--- src/i2s_consts.svh ---
`ifndef I2S_CONSTS_SVH
`define I2S_CONSTS_SVH

// ========================================
// I2S transmitter build constants
// ========================================

// bits per channel word, 16 to 31
`define I2S_SAMPLE_W 24

// sck periods per channel half-frame
`define I2S_HALF_SLOTS 32

// bclk cycles per sck half-period, 1 or more
`define I2S_SCK_HALF 2

// stereo frames held by the sample FIFO, power of two
`define I2S_FIFO_DEPTH 4

`endif

--- src/i2s_pkg.sv ---
`include "i2s_consts.svh"

package i2s_pkg;

	// ========================================
	// sample data
	// ========================================

	// one stereo frame as written by the host
	typedef struct packed {
		logic [`I2S_SAMPLE_W-1:0] left;   // sent while lrclk low
		logic [`I2S_SAMPLE_W-1:0] right;  // sent while lrclk high
	} stereo_frame_t;

	// ========================================
	// serial pins
	// ========================================

	typedef struct packed {
		logic sck;    // bit clock
		logic lrclk;  // word select
		logic sdata;  // serial data, MSB first
	} i2s_pins_t;

endpackage

--- src/i2s_clk_gen.sv ---
`timescale 1ns/1ps
`include "i2s_consts.svh"

module i2s_clk_gen (
	input  logic bclk,
	input  logic rst,
	output logic sck,
	output logic sck_rise,
	output logic sck_fall
);

	localparam int HALF = `I2S_SCK_HALF;
	localparam int CW = (HALF > 1) ? $clog2(HALF) : 1;
	localparam logic [CW-1:0] RELOAD = CW'(HALF - 1);

	logic [CW-1:0] cnt;  // bclk cycles left in this half-period
	logic          edge_now;

	assign edge_now = (cnt == '0);

	// ========================================
	// divider and edge strobes
	// ========================================

	// strobes register together with sck, so each one is
	// high in exactly the cycle where sck shows its new level
	always_ff @(posedge bclk) begin
		if (!rst) begin
			cnt      <= RELOAD;
			sck      <= 1'b0;
			sck_rise <= 1'b0;
			sck_fall <= 1'b0;
		end else begin
			if (edge_now) begin
				cnt <= RELOAD;
				sck <= !sck;
			end else begin
				cnt <= cnt - CW'(1);
			end
			sck_rise <= edge_now && !sck;  // going 0 -> 1
			sck_fall <= edge_now && sck;   // going 1 -> 0
		end
	end

	// ========================================
	// checks
	// ========================================

	a_edges_exclusive: assert property (
		@(posedge bclk) disable iff (!rst)
		!(sck_rise && sck_fall)
	) else $error("sck_rise and sck_fall high together");

	// high phase lasts exactly HALF bclk cycles
	a_high_phase: assert property (
		@(posedge bclk) disable iff (!rst)
		sck_rise |-> ##HALF sck_fall
	) else $error("sck high phase has wrong length");

endmodule

--- src/i2s_serializer.sv ---
`timescale 1ns/1ps
`include "i2s_consts.svh"

module i2s_serializer (
	input  logic                   bclk,
	input  logic                   rst,
	input  logic                   sck,
	input  logic                   sck_rise,
	input  logic                   sck_fall,
	input  i2s_pkg::stereo_frame_t head,
	input  logic                   empty,
	output logic                   pop,
	output logic                   underrun,
	output i2s_pkg::i2s_pins_t     pins
);

	localparam int SW = `I2S_SAMPLE_W;
	localparam int HALF = `I2S_HALF_SLOTS;
	localparam logic [5:0] LAST_SLOT = 6'(2 * HALF - 1);
	localparam logic [5:0] RIGHT_START = 6'(HALF);

	logic [5:0]  slot;       // slot currently on the pins
	logic [5:0]  next_slot;  // slot entered at the next sck_fall
	logic [4:0]  half_idx;   // position inside the half-frame
	logic        fetch;

	logic [SW-1:0] shreg;       // MSB goes out next
	logic [SW-1:0] right_hold;  // right word waits here during left half
	logic          lrclk_q;
	logic          sdata_q;

	i2s_pkg::stereo_frame_t fetch_frame;

	assign next_slot = slot + 6'd1;  // 63 wraps to 0
	assign half_idx  = next_slot[4:0];

	// ========================================
	// frame fetch
	// ========================================

	// fetch in the sck_fall cycle that enters slot 0
	assign fetch = sck_fall && (slot == LAST_SLOT);

	assign pop      = fetch && !empty;
	assign underrun = fetch && empty;  // nothing queued, send silence

	assign fetch_frame = empty ? '0 : head;

	// ========================================
	// slot counter and pin registers
	// ========================================

	always_ff @(posedge bclk) begin
		if (!rst) begin
			slot    <= LAST_SLOT;  // first fall enters slot 0
			lrclk_q <= 1'b0;
			sdata_q <= 1'b0;
		end else if (sck_fall) begin
			slot    <= next_slot;
			lrclk_q <= (next_slot >= RIGHT_START);  // low = left
			if (half_idx == 5'd0) begin
				sdata_q <= 1'b0;  // one slot delay after lrclk edge
			end else begin
				sdata_q <= shreg[SW-1];
			end
		end
	end

	// shift path, zeros fill in behind the word so the
	// unused tail of each half-frame reads zero
	always_ff @(posedge bclk) begin
		if (sck_fall) begin
			if (fetch) begin
				shreg      <= fetch_frame.left;
				right_hold <= fetch_frame.right;
			end else if (half_idx == 5'd0) begin
				shreg <= right_hold;  // start of right half
			end else begin
				shreg <= {shreg[SW-2:0], 1'b0};
			end
		end
	end

	assign pins = '{sck: sck, lrclk: lrclk_q, sdata: sdata_q};

	// ========================================
	// checks
	// ========================================

	// the pop lines up with slot 0 and left channel select
	a_pop_at_slot0: assert property (
		@(posedge bclk) disable iff (!rst)
		pop |=> (slot == 6'd0) && !lrclk_q
	) else $error("pop outside slot 0 fetch");

	// sampled by the receiver on rising sck
	a_pad_zero: assert property (
		@(posedge bclk) disable iff (!rst)
		(sck_rise && ((slot[4:0] == 5'd0) || (32'(slot[4:0]) > SW))) |-> !sdata_q
	) else $error("sdata not zero in unused slot");

endmodule

--- src/i2s_tx_top.sv ---
`timescale 1ns/1ps
`include "i2s_consts.svh"

module i2s_tx_top (
	input  logic                   bclk,
	input  logic                   rst,
	input  logic                   wr,
	input  i2s_pkg::stereo_frame_t wr_frame,
	output logic                   full,
	output logic                   underrun,
	output i2s_pkg::i2s_pins_t     pins
);

	// ========================================
	// internal nets
	// ========================================

	logic sck;
	logic sck_rise;
	logic sck_fall;

	i2s_pkg::stereo_frame_t head;  // oldest queued frame
	logic                   empty;
	logic                   pop;

	// ========================================
	// blocks
	// ========================================

	i2s_clk_gen clk_gen_i (
		.bclk     (bclk),
		.rst      (rst),
		.sck      (sck),
		.sck_rise (sck_rise),
		.sck_fall (sck_fall)
	);

	// host side, back-pressure through full only
	sample_fifo fifo_i (
		.bclk     (bclk),
		.rst      (rst),
		.wr       (wr),
		.wr_frame (wr_frame),
		.pop      (pop),
		.head     (head),
		.full     (full),
		.empty    (empty)
	);

	i2s_serializer ser_i (
		.bclk     (bclk),
		.rst      (rst),
		.sck      (sck),
		.sck_rise (sck_rise),
		.sck_fall (sck_fall),
		.head     (head),
		.empty    (empty),
		.pop      (pop),
		.underrun (underrun),
		.pins     (pins)
	);

endmodule

--- src/sample_fifo.sv ---
`timescale 1ns/1ps
`include "i2s_consts.svh"

module sample_fifo (
	input  logic                   bclk,
	input  logic                   rst,
	input  logic                   wr,
	input  i2s_pkg::stereo_frame_t wr_frame,
	input  logic                   pop,
	output i2s_pkg::stereo_frame_t head,
	output logic                   full,
	output logic                   empty
);

	localparam int DEPTH = `I2S_FIFO_DEPTH;
	localparam int AW = $clog2(DEPTH);
	localparam logic [AW:0] PTR_ONE = {{AW{1'b0}}, 1'b1};

	i2s_pkg::stereo_frame_t mem [DEPTH];

	// top bit of each pointer is the wrap flag
	logic [AW:0] wr_ptr;
	logic [AW:0] rd_ptr;
	logic [AW:0] level;
	logic        wr_ok;

	// ========================================
	// status and read side
	// ========================================

	assign empty = (wr_ptr == rd_ptr);
	assign full  = (wr_ptr[AW] != rd_ptr[AW]) &&
		(wr_ptr[AW-1:0] == rd_ptr[AW-1:0]);
	assign level = wr_ptr - rd_ptr;  // frames stored

	assign wr_ok = wr && !full;  // writes while full are lost

	// first word fall through, head always shows oldest entry
	assign head = mem[rd_ptr[AW-1:0]];

	// ========================================
	// storage and pointers
	// ========================================

	always_ff @(posedge bclk) begin
		if (wr_ok) begin
			mem[wr_ptr[AW-1:0]] <= wr_frame;
		end
	end

	always_ff @(posedge bclk) begin
		if (!rst) begin
			wr_ptr <= '0;
			rd_ptr <= '0;
		end else begin
			if (wr_ok) begin
				wr_ptr <= wr_ptr + PTR_ONE;
			end
			// consumer is trusted here, see check below
			if (pop) begin
				rd_ptr <= rd_ptr + PTR_ONE;
			end
		end
	end

	// ========================================
	// checks
	// ========================================

	a_no_pop_empty: assert property (
		@(posedge bclk) disable iff (!rst)
		pop |-> !empty
	) else $error("pop while FIFO empty");

	a_level_bound: assert property (
		@(posedge bclk) disable iff (!rst)
		level <= (AW+1)'(DEPTH)
	) else $error("FIFO occupancy above depth");

endmodule

--- config.mk ---
export PLATFORM = sky130hd
export DESIGN_NAME = i2s_tx_top
export DESIGN_NICKNAME = d
export VERILOG_FILES = /design/src/i2s_pkg.sv /design/src/i2s_clk_gen.sv /design/src/i2s_serializer.sv /design/src/i2s_tx_top.sv /design/src/sample_fifo.sv
export VERILOG_INCLUDE_DIRS = /design/src
export SDC_FILE = /design/constraint.sdc
export NUM_CORES = 1
export LEC_CHECK = 0
export BUFFER_PORTS_ARGS = -buffer_cell sky130_fd_sc_hd__buf_2
export CORE_MARGIN = 4
export CORE_UTILIZATION = 55
export DETAILED_ROUTE_END_ITERATION = 12
export PLACE_DENSITY = 0.73
export SYNTH_ARGS = -nofsm -noshare
export SYNTH_HDL_FRONTEND = slang
export SYNTH_HIERARCHICAL = 1
export SYNTH_SLANG_ARGS = --single-unit
--- constraint.sdc ---
create_clock -name bclk -period 10 [get_ports bclk]
set_input_delay 2 -clock bclk [delete_from_list [all_inputs] [get_ports bclk]]
set_output_delay 2 -clock bclk [all_outputs]
set_load 0.05 [all_outputs]
Word level (Yosys, flattened, before mapping)
Memory sizes are Yosys's and may differ from the RTL's. A register that Yosys moved wholly into a read port is not among the register bits.
Cells that the tools add are included.
- bits in registers: 65
- memory bits (writable): 192
- bits of input ports: 51
- output and inout bits: 5
- logic and storage cells: 41
- memories kept: 1
- $add $sub $neg: 4
- order comparisons: 1
- eq/ne operators: 4
- multiplexer cells: 8
- bitwise gates (word level): 1
- reductions and logical operators: 12
- memories (memory ; depth ; width ; read ports ; clocked after Yosys merged registers in ; wr ports ; RTL line ; text):
    fifo_i.mem ; 4 ; 48 ; 1 ; 1 ; 1 ; sample_fifo.sv:19 ; i2s_pkg::stereo_frame_t mem [DEPTH];
- operators with widths (cell ; number):
    2-to-1 mux 24 bit ; 2
    2-to-1 mux 48 bit ; 1
    adder 3 x 1 -> 3 bit (second input constant) ; 2
    adder 6 x 1 -> 6 bit (second input constant) ; 1
    == test 6 bit (second input constant) ; 1
    >= comparator 6 bit (second input constant) ; 1
    logical AND 1 bit ; 6
    zero test 5 bit ; 1
    2-to-1 mux 2 bit ; 2
    AND reduction 2 bit ; 2
    == test 3 bit ; 1
    zero test 1 bit ; 3
    2-to-1 mux 1 bit ; 3
    == test 2 bit ; 1
    inequality test 1 bit ; 1
    inverter 1 bit ; 1
    subtractor 1 bit (second input constant) ; 1

Depth between registers and ports, before layout
- word-level depth: 6
- gate-level depth with buffers: 9
- depth with buffers taken out: 7

Modules after synthesis
Netlist, hierarchy kept.
- modules (own cells, without submodules) (module ; times used ; cells an instance ; area an instance (µm²) ; sequential area each (µm²)):
    sample_fifo ; 1 ; 305 ; 7389.6 ; 5925.7
    i2s_serializer ; 1 ; 235 ; 2702.6 ; 1601.5
    i2s_clk_gen ; 1 ; 9 ; 116.4 ; 80.1

Least setup slack after synthesis
OpenSTA, ideal clock, no wires.
- kind: input port to flip-flop
- from: input port wr
- to: memory fifo_i/mem[3][0] in the netlist's numbering, enable pin
- setup time: 0.482 ns
- arrival time: 4.534 ns
- required time: 9.518 ns
- setup slack: 4.983 ns
- stages: 2
- path buffers: 0
- cells stage by stage: nand2_1 a31oi_1
- word-level cells in the longest chain between the ends: 3
- RTL lines (item ; RTL line ; text):
    start, declared ; i2s_tx_top.sv:7 ; input logic wr,
    logical AND 1 bit ; sample_fifo.sv:36 ; assign wr_ok = wr && !full;
    2-to-1 mux 1 bit ; sample_fifo.sv:46 ; if (wr_ok) begin
    2-to-1 mux 1 bit (implied by the code) ; sample_fifo.sv:47 ; mem[wr_ptr[AW-1:0]] <= wr_frame;
    end, declared ; sample_fifo.sv:19 ;
No other way between the ends.

Worst setup path after layout
- from: register ser_i.slot[0]
- to: output port underrun
- word-level cells in the longest chain between the ends: 3
- RTL lines (item ; RTL line ; text):
    start, declared ; i2s_serializer.sv:22 ; logic [5:0] slot;
    start signal, assigned ; i2s_serializer.sv:59 ; slot <= next_slot;
    == test 6 bit ; i2s_serializer.sv:42 ; assign fetch = sck_fall && (slot == LAST_SLOT);
    logical AND 1 bit ; i2s_serializer.sv:42 ;
    logical AND 1 bit ; i2s_serializer.sv:45 ; assign underrun = fetch && empty;
    end, declared ; i2s_tx_top.sv:10 ; output logic underrun,
No other way between the ends.

==> impl_metrics.env <==
export IMPL_status="complete, no violations"
export IMPL_endpoint_kind="output pin"
export IMPL_switchingPower_mw=0.527
export IMPL_cp_max_fo=48
export IMPL_initial_core_util_pct=56.3
export IMPL_htree_levels=1
export IMPL_drive_above_1_share_pct=26.7
export IMPL_criticalPathCategory="reg -> out"
export IMPL_antenna_found_initial=0
export IMPL_portBuffers=55
export IMPL_finalPower_mw=2.43
export IMPL_p_sw_share_pct=21.7
export IMPL_syn_mean_instance_area_um2=18.6
export IMPL_area_delta_synth_final_pct=12.8
export IMPL_period_share_pct=51.6
export IMPL_final_cell_mix="240 x edfxtp_1, 55 x buf_2, 51 x nand2_1"
export IMPL_ir_worst_vdd_uv=174
export IMPL_pin_count=56
export IMPL_grt_pass1_vias=5291
export IMPL_cts_buffer_depth=3
export IMPL_fin_tns_setup_ns=0
export IMPL_post_cts_buffers=0
export IMPL_cp_arrival_ns=3.16
export IMPL_path_cells="ha_1 > and4_1 > nand3_1 > buf_4 > inv_1 > and2_1 > buf_2"
export IMPL_combPwrFrac_pct=8.4
export IMPL_numCtsBuffers=26
export IMPL_syn_inst=547
export IMPL_p_seq_share_pct=53.1
export IMPL_die_w_um=144
export IMPL_power_density_nw_per_um2=212
export IMPL_final_common_cell="edfxtp_1"
export IMPL_dp_hpwl_um=11100
export IMPL_hold_buffers=0
export IMPL_setup_viol=0
export IMPL_ctsResizeCount=0
export IMPL_dieArea_um2=20800
export IMPL_fin_ws_ns=4.84
export IMPL_min_period_ns=5.16
export IMPL_gp_congestion=0.768
export IMPL_tightest_slew_ns=1.11
export IMPL_drc=0
export IMPL_p_leak_nw=3.77
export IMPL_worstSetupStartpointType="register"
export IMPL_die_y_um=144
export IMPL_layout_cells_non_filler=855
export IMPL_routed_wl_um=18000
export IMPL_rows=49
export IMPL_ant_nets=0
export IMPL_required_ns=8.00
export IMPL_worstHoldPathType="reg -> reg"
export IMPL_cts_tree="done"
export IMPL_avgViaCountPerCell=5.92
export IMPL_drv_cap=0
export IMPL_skew_ns=0.00818
export IMPL_overflow=0
export IMPL_ctsRootBufferMaster="clkbuf_16"
export IMPL_drt_pass1_iterations=4
export IMPL_fin_util_pct=63.5
export IMPL_clk_latency_ns=0.52
export IMPL_wl_per_cell_um=21.1
export IMPL_placedCellCount=807
export IMPL_clkPwrFrac_pct=38.5
export IMPL_hold_viol=0
export IMPL_crit_family="buffers and inverters"
export IMPL_intPower_mw=1.91
export IMPL_crit_buf_inv=3
export IMPL_grt_start_max_net_pins=49
export IMPL_clk_pin_slew_worst_paths_ns=0.06
export IMPL_track_usage_pct=18.1
export IMPL_fin_nets=664
export IMPL_pre_cts_slack_ns=5.36
export IMPL_dr_total_vias=5060
export IMPL_grt_pass1_wl_um=29000
export IMPL_timing_fmax_mhz=194
export IMPL_antennaDiodeCount=0
export IMPL_slowest_delay_ns=0.68
export IMPL_maxSlewViolCount=0
export IMPL_drtIter0Drc=446
export IMPL_mappedNetlistArea_um2=10200
export IMPL_cts_sinks=259
export IMPL_core_um2=18100
export IMPL_slowest_stage="inv_1"
export IMPL_yosys_warnings=6
export IMPL_rsz0062_at_grt="false"
export IMPL_max_slew_margin_pct=26.3
export IMPL_syn_nets=605
[per-layer routing]
| layer | share of wire, % | vias to the layer above | track usage [%] |
|---|---|---|---|
| li1 | - | 2312 | - |
| met1 | 41 | 2549 | 25.5 |
| met3 | 6.5 | 32 | 3.34 |
| met5 | 0 | - | 0 |
| met2 | 50 | 167 | 29.6 |
| met4 | 2.4 | 0 | 5.25 |
[registers in the layout, summed over array words and instances (netlist names), named ones only]
register / flops
clk_gen_i/sck: 1
fifo_i/rd_ptr: 3
fifo_i/wr_ptr: 3
clk_gen_i/cnt: 1
ser_i/sdata_q: 1
fifo_i/mem: 192
ser_i/slot: 6
ser_i/right_hold: 24
clk_gen_i/sck_fall: 1
ser_i/shreg: 24
ser_i/lrclk_q: 1
[final cells by class]
cell class,instances,area (µm²)
Clock buffer,32,673
Inverter,6,22.5
Sequential cell,259,7590
Tap cell,229,287
Fill cell,1279,6610
Multi-Input combinational cell,250,2410
Timing Repair Buffer,63,335
Clock inverter,16,165
[worst reg2reg max path: stages (launching register included)]
cell and delay, ns:
dfxtp_1 0.40, xnor2_1 0.48, nand2_1 0.20, nor2_1 0.15
buf_4 0.28, and4b_1 0.60, nand2_1 0.28, o211ai_1 0.12
[path summary, 6_finish.rpt]
path         slack, ns         endpoint  depth (start not counted)              from
min reg2reg       0.41    clk_gen_i/cnt                          1     clk_gen_i/cnt
max               4.84         underrun                          7     ser_i/slot[0]
min               0.41    clk_gen_i/cnt                          1     clk_gen_i/cnt
max reg2reg       7.21  ser_i/shreg[21]                          7  fifo_i/wr_ptr[0]
[metrics by stage]
stage | hold slack [ns] | instance area [µm²]
floorplan | 0.379 | 10200
global placement | 0.389 | 10600
detailed placement | 0.396 | 10600
CTS | 0.414 | 11500
global route | 0.427 | 11500
finish | 0.410 | 11500
[power groups by stage]
stage / combinational [mW] / clock [mW] / sequential, mW
2_1_floorplan: 0.145 / 0 / 1.31
3_3_place_gp: 0.201 / 0 / 1.31
3_5_place_dp: 0.208 / 0 / 1.32
4_1_cts: 0.209 / 0.959 / 1.29
5_1_grt: 0.227 / 1.00 / 1.30
6_report: 0.205 / 0.935 / 1.29
No activity file was read; power rests on OpenSTA's default activity.
